[config.mk]
export PLATFORM = sky130hd
export DESIGN_NAME = tcb_rsp_pipe
export DESIGN_NICKNAME = d
export VERILOG_FILES = /design/src/logic/tcb_pkg.sv /design/src/logic/tcb_rsp_pipe.sv
export SDC_FILE = /design/constraint.sdc
export NUM_CORES = 1
export LEC_CHECK = 0
export ABC_AREA = 1
export BUFFER_PORTS_ARGS = -buffer_cell sky130_fd_sc_hd__buf_2
export CORE_MARGIN = 2
export CORE_UTILIZATION = 45
export DETAILED_ROUTE_END_ITERATION = 6
export MAX_ROUTING_LAYER = met4
export PLACE_DENSITY = 0.81
export SYNTH_ARGS = -nofsm -noshare
export SYNTH_HDL_FRONTEND = slang
export SYNTH_SLANG_ARGS = --single-unit
export TNS_END_PERCENT = 50
[constraint.sdc]
create_clock -name tcb -period 4.36 [get_ports tcb]
set_clock_uncertainty 0.1 [all_clocks]
set_input_delay 1.09 -clock tcb [delete_from_list [all_inputs] [get_ports tcb]]
set_output_delay 1.09 -clock tcb [all_outputs]
set_load 0.005 [all_outputs]
[src/logic/tcb_pkg.sv]
// bus widths, vector typedefs, request and response structs
`default_nettype none

package tcb_pkg;

  //////////////////////////////
  // widths
  //////////////////////////////

  // byte address width
  localparam int unsigned ABW = 16;
  // data word width
  localparam int unsigned DBW = 32;
  // byte enables, one per data byte
  localparam int unsigned BEW = DBW / 8;
  // word index width, address without its byte offset
  localparam int unsigned WIW = ABW - 2;

  //////////////////////////////
  // vector types
  //////////////////////////////

  typedef logic [ABW-1:0] tcb_adr_t;
  typedef logic [DBW-1:0] tcb_dat_t;
  typedef logic [BEW-1:0] tcb_ben_t;
  // word index into the memory
  typedef logic [WIW-1:0] tcb_widx_t;

  //////////////////////////////
  // bus structs
  //////////////////////////////

  // request, valid while vld is high
  typedef struct packed {
    logic     wen;  // write enable
    tcb_adr_t adr;  // byte address
    tcb_ben_t ben;  // byte enables
    tcb_dat_t wdt;  // write data
  } tcb_req_t;

  // response, valid with rsp_vld
  typedef struct packed {
    tcb_dat_t rdt;  // read data
    logic     err;  // address out of range
  } tcb_rsp_t;

endpackage : tcb_pkg

`default_nettype wire

[src/logic/tcb_rsp_pipe.sv]
// response delay line of DLY stages, strobe, read data and error
`timescale 1ns/1ps
`default_nettype none

module tcb_rsp_pipe #(
  parameter int unsigned DLY = 2
) (
  input  wire logic              tcb,
  input  wire logic              rst_n,
  // transfer and decode from control
  input  wire logic              trn,
  input  wire logic              adr_ok,
  // old word content from memory
  input  wire tcb_pkg::tcb_dat_t rdt,
  // response towards manager
  output logic                   rsp_vld,
  output tcb_pkg::tcb_rsp_t      rsp
);

  //////////////////////////////
  // stage storage
  //////////////////////////////

  // valid bit per stage
  logic [DLY-1:0]    stg_vld;
  // payload per stage
  tcb_pkg::tcb_rsp_t stg_rsp [0:DLY-1];

  // response formed on the transfer edge
  tcb_pkg::tcb_rsp_t new_rsp;

  // zero data with err for an address out of range
  always_comb begin
    new_rsp.err = ~adr_ok;
    new_rsp.rdt = adr_ok ? rdt : '0;
  end

  //////////////////////////////
  // valid chain
  //////////////////////////////

  always_ff @(posedge tcb) begin
    if (!rst_n) begin
      stg_vld <= '0;
    end else begin
      stg_vld[0] <= trn;
      for (int unsigned i = 1; i < DLY; i++) begin
        stg_vld[i] <= stg_vld[i-1];
      end
    end
  end

  //////////////////////////////
  // payload chain
  //////////////////////////////

  // a stage loads only when the stage before holds a response
  // so the output keeps its last value between strobes
  always_ff @(posedge tcb) begin
    if (trn) begin
      stg_rsp[0] <= new_rsp;
    end
    for (int unsigned i = 1; i < DLY; i++) begin
      if (stg_vld[i-1]) begin
        stg_rsp[i] <= stg_rsp[i-1];
      end
    end
  end

  // last stage drives the bus
  assign rsp_vld = stg_vld[DLY-1];
  assign rsp     = stg_rsp[DLY-1];

endmodule : tcb_rsp_pipe

`default_nettype wire

; Word level (Yosys, flattened, before mapping)
; Memories as Yosys holds them, arrays and structs flattened.
; Index checks and enable logic that the tools add are counted.
[op_classes]
mux = 5
n_bitwise = 1
[ops]
columns = operator, n
row1 = $mux W32, 1
row2 = $mux W1, 4
row3 = $not A1 Y1, 1
[totals]
register_bits = 2
mem_bits_rw = 66
in_bits = 36
out_inout_bits = 34
elab_cells = 8
memories = 1
[mem_list]
columns = memory, depth, width, read_ports, rd_ports_with_merged_regs, wr, line_no
row1 = stg_rsp, 2, 33, 2, 0, 2, tcb_rsp_pipe.sv:27  ; tcb_pkg::tcb_rsp_t stg_rsp [0:DLY-1];

; Longest topological paths before layout
; Gate-level depths: netlist of run 1.
[depth]
ltp_word = 2
ltp_mapped = 4
depth_no_buf = 2

; Worst setup path after synthesis of run 1
; Ideal clock, no wire load.
[synth_path]
path_kind = input to register
start = in adr_ok
end = mem stg_rsp[0][23] (netlist bit) (data pin)
setup_time_ns = 0.249
arrival_time_ns = 1.410
required_time_ns = 4.011
slack_ns = 2.601
cell_stages = 4
n_path_buf = 2
cell_sequence = buf_6 buf_12 nand2_1 inv_1
[synth_rtl]
columns = item, line_no
row1 = start: declaration, tcb_rsp_pipe.sv:12  ; input wire logic adr_ok,
row2 = end: declaration, tcb_rsp_pipe.sv:27

==> flow_metrics.env, run 1 <==
export IMPL_status="complete, no violations"
export IMPL_tns_ps=0
export IMPL_cp_slowest_cell="edfxtp_1"
export IMPL_post_route_util=0.521
export IMPL_clk_latency_ps=320
export IMPL_final_antenna_net_count=0
export IMPL_grt_pass1_wl_um=4800
export IMPL_min_from="stg_rsp[0][13]"
export IMPL_routedWlPerCell_um=11.1
export IMPL_hpwl_um=2370
export IMPL_ys_seq_elements=68
export IMPL_hold_path_depth=0
export IMPL_ys_seq_area_frac=0.777
export IMPL_initial_core_util=0.470
export IMPL_cts_tree="yes"
export IMPL_rows=27
export IMPL_drc=0
export IMPL_numPortBuffers=69
export IMPL_layout_min_cycle_time_ps=2030
export IMPL_period_share=0.466
export IMPL_r2r_start="stg_vld[0]"
export IMPL_fmax_ghz=0.493
export IMPL_drtIter0Drc=72
export IMPL_dr_pass1_iters=4
export IMPL_p_leak_nw=1.35
export IMPL_grt_pass1_vias=1099
export IMPL_nets=254
export IMPL_clkSlewWorstSetupHoldPaths_ps=60
export IMPL_r2r_cells=1
export IMPL_power_density_nw_per_um2=434
export IMPL_dp_cells=279
export IMPL_maxCapViolCount=0
export IMPL_place_gp_congestion=0.639
export IMPL_placed_area_um2=2740
export IMPL_min_path_type="reg2reg"
export IMPL_die_w_um=80.1
export IMPL_crit_chain="buf_2"
export IMPL_required_ps=3170
export IMPL_report_final_slew_viol_count=0
export IMPL_drive_gt1_frac=0.381
export IMPL_grt_overflow=0
export IMPL_cp_max_fo=1
export IMPL_cts_sinks=68
export IMPL_setup_violations=0
export IMPL_r2r_slack_ps=2780
export IMPL_gr_usage_all_layers=0.113
export IMPL_cts_setup_buffers=0
export IMPL_synth_area_um2=2600
export IMPL_relSlewSlack=0.497
export IMPL_ios=70
export IMPL_crit_arrival_ps=840
export IMPL_ys_warn_count=0
export IMPL_dieArea_um2=6410
export IMPL_worst_path_buf_inv=1
export IMPL_hold_ws_ps=317
export IMPL_core_um2=5540
export IMPL_antenna_found_initial=0
export IMPL_worstSetupEndpointType="output port"
export IMPL_synth_distinct_cells=9
export IMPL_final_cell_area_um2=2890
export IMPL_syn_nets=210
export IMPL_clk_root_buffer_cell="clkbuf_8"
export IMPL_cp_start_kind="flop"
export IMPL_cts_made_buffers=9
export IMPL_htreeDepth=3
export IMPL_grt_max_degree=35
export IMPL_post_cts_resized=0
export IMPL_rsz0062_at_grt="false"
export IMPL_avgSynthCellArea_um2=15.0
export IMPL_diodes=0
export IMPL_areaGrowthSynthToFinish_pct=11.0
export IMPL_holdBufCountCts=0
export IMPL_hold_viol_final=0
export IMPL_vias_per_cell=4.02
export IMPL_cts_buffer_depth=2
export IMPL_netlist_instances=174
export IMPL_critPathKind="reg2out"
export IMPL_tightestPinTransition_ps=754
export IMPL_routed_wl_um=3270
export IMPL_ir_worst_vdd_mv=0.142
export IMPL_num_fill_cells=497
export IMPL_r2r_end="stg_rsp[0][55]"
export IMPL_slowest_delay_ps=380
export IMPL_dieHeight_um=80.1
export IMPL_min_to="stg_rsp[0][46]"
export IMPL_cp_top_family="flip-flops"
export IMPL_detailroute_via_count=1186
export IMPL_instances_no_fill=295
## worst max-delay path by stage
stage | startpoint | endpoint | cells past startpoint
final | stg_rsp[0][65] | rsp[32] | 1
after global routing | stg_rsp[0][65] | rsp[32] | 1
after detailed placement | trn | stg_rsp[0][0] | 1
after floorplan | adr_ok | stg_rsp[0][23] | 4
after global placement | trn | stg_rsp[0][0] | 1
after CTS | stg_rsp[0][65] | rsp[32] | 1
## layer usage
metal	GRT usage	up-vias	share of wire
li1	-	608	-
met1	0.109	525	0.37
met2	0.183	43	0.53
met3	0.0337	10	0.061
met4	0.0966	0	0.038
met5	-	-	0
## cells by family after synthesis
group / after synthesis / synth area share
DFF: 68 / 0.777
and+or+nand+nor: 34 / 0.0538
buffers and inverters: 72 / 0.169
## area by class of cell
class                      instances  area, µm²  share of cell area
sequential                        68       2020               0.700
tap                               72       90.1              0.0312
clock buffer                      12        135              0.0468
timing repair buffer              70        353               0.122
multi-input combinational         34        140              0.0485
clock inverter                     4       16.3             0.00563
inverter                          35        131              0.0455
## synth_stat cells
| master | number | area (µm²) |
|---|---|---|
| buf_12 | 1 | 20.0 |
| buf_4 | 33 | 248 |
| buf_6 | 1 | 11.3 |
| buf_8 | 2 | 30.0 |
| dfxtp_1 | 2 | 40.0 |
| edfxtp_1 | 66 | 1980 |
| inv_1 | 35 | 131 |
| nand2_1 | 29 | 109 |
| nand2_2 | 5 | 31.3 |
## where the power goes
part,switching (mW),internal (mW)
Clock,0.200,0.200
Sequential,0.0139,0.774
Combinational,0.0355,0.0313
Total,0.249,1.01
## placed cells by master, fill, tap and decap left out
master,instances
clkinv_1,3
dfxtp_1,2
buf_2,69
clkbuf_1,3
nand2_2,5
buf_4,1
edfxtp_1,66
clkbuf_8,9
clkinv_2,1
nand2_1,29
inv_1,35
## flip-flops by register name, summed over array words and instances, names as in the netlist
name and count:
stg_rsp 66, stg_vld 2
## through the flow
step / power, mW / setup slack, ps
after floorplan: 0.854 / 2600
after global placement: 0.867 / 2220
after detailed placement: 0.872 / 2210
after CTS: 1.27 / 2290
after global routing: 1.31 / 2280
final: 1.25 / 2330
Note: power is estimated with default switching activity, not from simulation.
==> run 2: changes to the inputs <==
- ABC_AREA: 1 -> 0
- clock period: 4.36 -> 2.05 ns (I/O delays scaled with it)
==> flow_metrics.env, run 2 <==
export IMPL_ys_warn_count=0
export IMPL_crit_arrival_ps=840
export IMPL_p_switching_mw=0.561
export IMPL_min_from="rst_n"
export IMPL_htreeDepth=3
export IMPL_worstSetupEndpointType="output port"
export IMPL_seq_area_um2=2020
export IMPL_r2r_slack_ps=910
export IMPL_final_common_cell="buf_2"
export IMPL_fmax_ghz=0.687
export IMPL_hpwl_um=2140
export IMPL_core_um2=5440
export IMPL_placed_area_um2=2700
export IMPL_maxCapViolCount=0
export IMPL_multi_input_area_um2=213
export IMPL_power_density_nw_per_um2=1010
export IMPL_place_gp_congestion=0.755
export IMPL_yosysTopAreaCellShare=0.792
export IMPL_syn_nets=175
export IMPL_die_w_um=78.6
export IMPL_report_final_slew_viol_count=0
export IMPL_dr_pass1_iters=4
export IMPL_synth_area_um2=2500
export IMPL_instances_no_fill=262
export IMPL_diodes=0
export IMPL_ir_worst_vdd_mv=0.604
export IMPL_min_to="stg_vld[0]"
export IMPL_drc=0
export IMPL_reg_top3="stg_rsp (66), stg_vld (2)"
export IMPL_most_common_layout_cells="buf_2, edfxtp_1, and2_1, clkbuf_8"
export IMPL_cp_slowest_cell="edfxtp_1"
export IMPL_pwr_share_clk=0.387
export IMPL_min_path_type="in2reg"
export IMPL_dieHeight_um=78.6
export IMPL_post_synth_top_count_cell="edfxtp_1"
export IMPL_grt_max_degree=35
export IMPL_ios=70
export IMPL_layout_min_cycle_time_ps=1460
export IMPL_cp_start_kind="flop"
export IMPL_synthArstFlopShare=0
export IMPL_r2r_cells=1
export IMPL_grt_pass1_wl_um=4940
export IMPL_critPathKind="reg2out"
export IMPL_status="complete, no violations"
export IMPL_synthFlopType="edfxtp_1"
export IMPL_areaGrowthSynthToFinish_pct=16.6
export IMPL_rows=27
export IMPL_crit_chain="buf_2"
export IMPL_setup_violations=0
export IMPL_dp_cells=246
export IMPL_holdBufCountCts=0
export IMPL_gr_usage_all_layers=0.118
export IMPL_routed_wl_um=3170
export IMPL_cp_max_fo=1
export IMPL_numPortBuffers=69
export IMPL_clk_latency_ps=330
export IMPL_yosys_top_cells_area="edfxtp_1, buf_4, and2_1"
export IMPL_hold_path_depth=2
export IMPL_final_antenna_net_count=0
export IMPL_tightestPinTransition_ps=405
export IMPL_cts_buffer_depth=2
export IMPL_p_leak_nw=1.14
export IMPL_synth_edff_count=66
export IMPL_worst_path_buf_inv=1
export IMPL_initial_core_util=0.460
export IMPL_rsz0062_at_grt="false"
export IMPL_antenna_found_initial=0
export IMPL_detailroute_via_count=1100
export IMPL_avgSynthCellArea_um2=18.0
export IMPL_hold_viol_final=0
export IMPL_comb_power_share=0.049
export IMPL_ys_top_cells_by_count="edfxtp_1, and2_1, buf_4"
export IMPL_required_ps=1440
export IMPL_clkSlewWorstSetupHoldPaths_ps=70
export IMPL_drtIter0Drc=39
export IMPL_r2r_start="stg_vld[0]"
export IMPL_period_share=0.710
export IMPL_r2r_end="stg_rsp[0][47]"
export IMPL_p_int_mw=2.40
export IMPL_routedWlPerCell_um=12.1
export IMPL_p_seq_frac=0.564
export IMPL_cp_top_family="flip-flops"
export IMPL_regMostFlops="stg_rsp"
export IMPL_tns_ps=0
export IMPL_cts_made_buffers=9
export IMPL_final_cell_area_um2=2920
export IMPL_vias_per_cell=4.20
export IMPL_num_fill_cells=450
export IMPL_grt_overflow=0
export IMPL_slowest_delay_ps=370
export IMPL_netlist_instances=139
export IMPL_hold_ws_ps=303
export IMPL_sw_frac_of_total=0.189
export IMPL_cts_sinks=68
export IMPL_relSlewSlack=0.730
export IMPL_finalPower_mw=2.96
export IMPL_ys_seq_elements=68
export IMPL_dieArea_um2=6170
export IMPL_yosys_area_top_type="edfxtp_1"
export IMPL_post_cts_resized=0
export IMPL_ys_seq_area_frac=0.808
export IMPL_nets=221
export IMPL_cts_setup_buffers=0
export IMPL_cts_tree="yes"
export IMPL_largest_reg_flops=66
export IMPL_clk_root_buffer_cell="clkbuf_8"
export IMPL_synth_distinct_cells=7
export IMPL_drive_gt1_frac=0.453
export IMPL_grt_pass1_vias=1099
==> run 2: cell families (layout without fill, tap and decap cells) <==
logic type / count (synthesis) / count (layout) / share of synthesized area
buffers and inverters: 37 / 88 / 0.107
DFF: 68 / 68 / 0.808
and+or+nand+nor: 34 / 34 / 0.0850
==> run 2: final cells by class <==
type	instances	area share
Clock inverter	7	0.0313
Multi-Input combinational cell	34	0.0729
Sequential cell	68	0.693
Inverter	1	0.00129
Tap cell	72	0.0309
Clock buffer	9	0.0425
Timing Repair Buffer	71	0.128
==> run 2: worst max path at each step <==
stage,to,cells past startpoint,slack [ps],from
detailed placement,stg_rsp[0][24],2,730,adr_ok
global placement,stg_rsp[0][14],2,760,adr_ok
finish,rsp[6],1,590,stg_rsp[0][39]
global route,rsp[6],1,530,stg_rsp[0][39]
floorplan,stg_rsp[0][33],0,560,stg_vld[0]
CTS,rsp[6],1,560,stg_rsp[0][39]
==> run 2: power by group through the flow <==
stage	Combinational, mW	Sequential, mW	Clock (mW)
CTS	0.149	1.67	1.17
finish	0.145	1.67	1.15
floorplan	0.0979	1.70	0
global placement	0.144	1.70	0
global route	0.162	1.68	1.23
detailed placement	0.148	1.70	0
==> run 2: per-stage QoR <==
| stage | utilization | setup WS, ps |
|---|---|---|
| floorplan | - | 559 |
| global placement | 0.497 | 756 |
| CTS | 0.536 | 564 |
| detailed placement | 0.497 | 728 |
| global route | 0.536 | 529 |
| finish | 0.536 | 595 |
==> run 2: routing by layer <==
metal / track usage / part of all wire / up-vias
li1: - / - / 543
met1: 0.121 / 0.38 / 499
met2: 0.174 / 0.50 / 54
met3: 0.0667 / 0.11 / 4
met4: 0.0754 / 0.011 / 0
met5: - / 0 / -
==> run 3: changes to the inputs <==
- clock period: 2.05 -> 1.5 ns (I/O delays scaled with it)
==> flow_metrics.env, run 3 (same netlist as run 2, synthesis figures left out) <==
export IMPL_num_fill_cells=441
export IMPL_post_route_util=0.531
export IMPL_gr_usage_all_layers=0.119
export IMPL_crit_chain="buf_2"
export IMPL_hold_ws_ps=166
export IMPL_cp_top_family="flip-flops"
export IMPL_fmax_ghz=0.754
export IMPL_nets=221
export IMPL_largest_reg_flops=66
export IMPL_holdBufCountCts=0
export IMPL_antenna_found_initial=0
export IMPL_cts_tree="yes"
export IMPL_routed_wl_um=3190
export IMPL_cts_sinks=68
export IMPL_clk_root_buffer_cell="clkbuf_8"
export IMPL_status="complete, no violations"
export IMPL_numPortBuffers=69
export IMPL_diodes=0
export IMPL_layout_min_cycle_time_ps=1330
export IMPL_die_w_um=78.6
export IMPL_detailroute_via_count=1089
export IMPL_reg_top3="stg_rsp (66), stg_vld (2)"
export IMPL_final_common_cell="buf_2"
export IMPL_place_gp_congestion=0.717
export IMPL_final_antenna_net_count=0
export IMPL_finalPower_mw=3.76
export IMPL_rows=27
export IMPL_core_um2=5440
export IMPL_place_ws_ps=300
export IMPL_drtIter0Drc=40
export IMPL_relSlewSlack=0.750
export IMPL_min_path_type="in2reg"
export IMPL_ios=70
export IMPL_cts_made_buffers=9
export IMPL_maxCapViolCount=0
export IMPL_placed_area_um2=2710
export IMPL_grt_pass1_wl_um=5000
export IMPL_slowest_delay_ps=390
export IMPL_tightestPinTransition_ps=376
export IMPL_worstSetupEndpointType="output port"
export IMPL_vias_per_cell=4.16
export IMPL_cts_buffer_depth=2
export IMPL_ir_worst_vdd_mv=0.708
export IMPL_cp_slowest_cell="edfxtp_1"
export IMPL_clk_latency_ps=330
export IMPL_initial_core_util=0.460
export IMPL_instances_no_fill=262
export IMPL_grt_overflow=0
export IMPL_cp_start_kind="flop"
export IMPL_regMostFlops="stg_rsp"
export IMPL_cp_max_fo=1
export IMPL_final_cell_area_um2=2890
export IMPL_worst_path_buf_inv=1
export IMPL_most_common_layout_cells="buf_2, edfxtp_1, and2_1, clkbuf_8, clkbuf_1"
export IMPL_power_density_nw_per_um2=1300
export IMPL_critPathKind="reg2out"
export IMPL_drive_gt1_frac=0.442
export IMPL_report_final_slew_viol_count=0
export IMPL_post_cts_resized=0
export IMPL_dp_cells=246
export IMPL_dieArea_um2=6170
export IMPL_areaGrowthSynthToFinish_pct=15.4
export IMPL_dr_pass1_iters=4
export IMPL_grt_pass1_vias=1061
export IMPL_routedWlPerCell_um=12.2
export IMPL_hold_viol_final=0
export IMPL_rsz0062_at_grt="false"
export IMPL_drc=0
export IMPL_tns_ps=0
export IMPL_grt_max_degree=35
export IMPL_required_ps=1020
export IMPL_p_leak_nw=1.12
export IMPL_period_share=0.884
export IMPL_crit_arrival_ps=850
export IMPL_setup_violations=0
export IMPL_setup_ws_ps=173
export IMPL_cts_setup_buffers=0
export IMPL_clkSlewWorstSetupHoldPaths_ps=70
export IMPL_dieHeight_um=78.6
export IMPL_htreeDepth=3
run 3: cell types whose count changed in the layout (fill, tap and decap cells not counted), sizes merged:
cell,previous run,this run
clkbuf,9,14
clkinv,5,2
bufinv,2,0
run 3: routing by layer:
| metal | up-vias | routed length, µm | GRT usage |
|---|---|---|---|
| li1 | 542 | - | - |
| met1 | 485 | 1190 | 0.120 |
| met2 | 54 | 1630 | 0.180 |
| met3 | 8 | 289 | 0.0494 |
| met4 | 0 | 74 | 0.0947 |
| met5 | - | 0 | - |
run 3: final timing paths:
kind,startpoint,endpoint,slack [ps],depth (start not counted)
worst min register to register,stg_rsp[0][19],stg_rsp[0][52],320,0
worst max-delay path,stg_rsp[0][41],rsp[8],170,1
worst min-delay path,rst_n,stg_vld[1],170,2
worst max register to register,stg_vld[0],stg_rsp[0][47],500,1
run 3: layout make-up:
type	instances	area, µm²	share of cell area
timing repair buffer	71	385	0.134
clock buffer	14	163	0.0564
multi-input combinational	34	213	0.0737
tap	72	90.1	0.0312
clock inverter	2	10.0	0.00347
inverter	1	3.75	0.00130
sequential	68	2020	0.700
run 3: power breakdown:
part           internal [mW]  leakage [nW]  switching, mW
combinational          0.105         0.387         0.0954
clock                  0.687        0.0905          0.589
sequential              2.25         0.644         0.0336
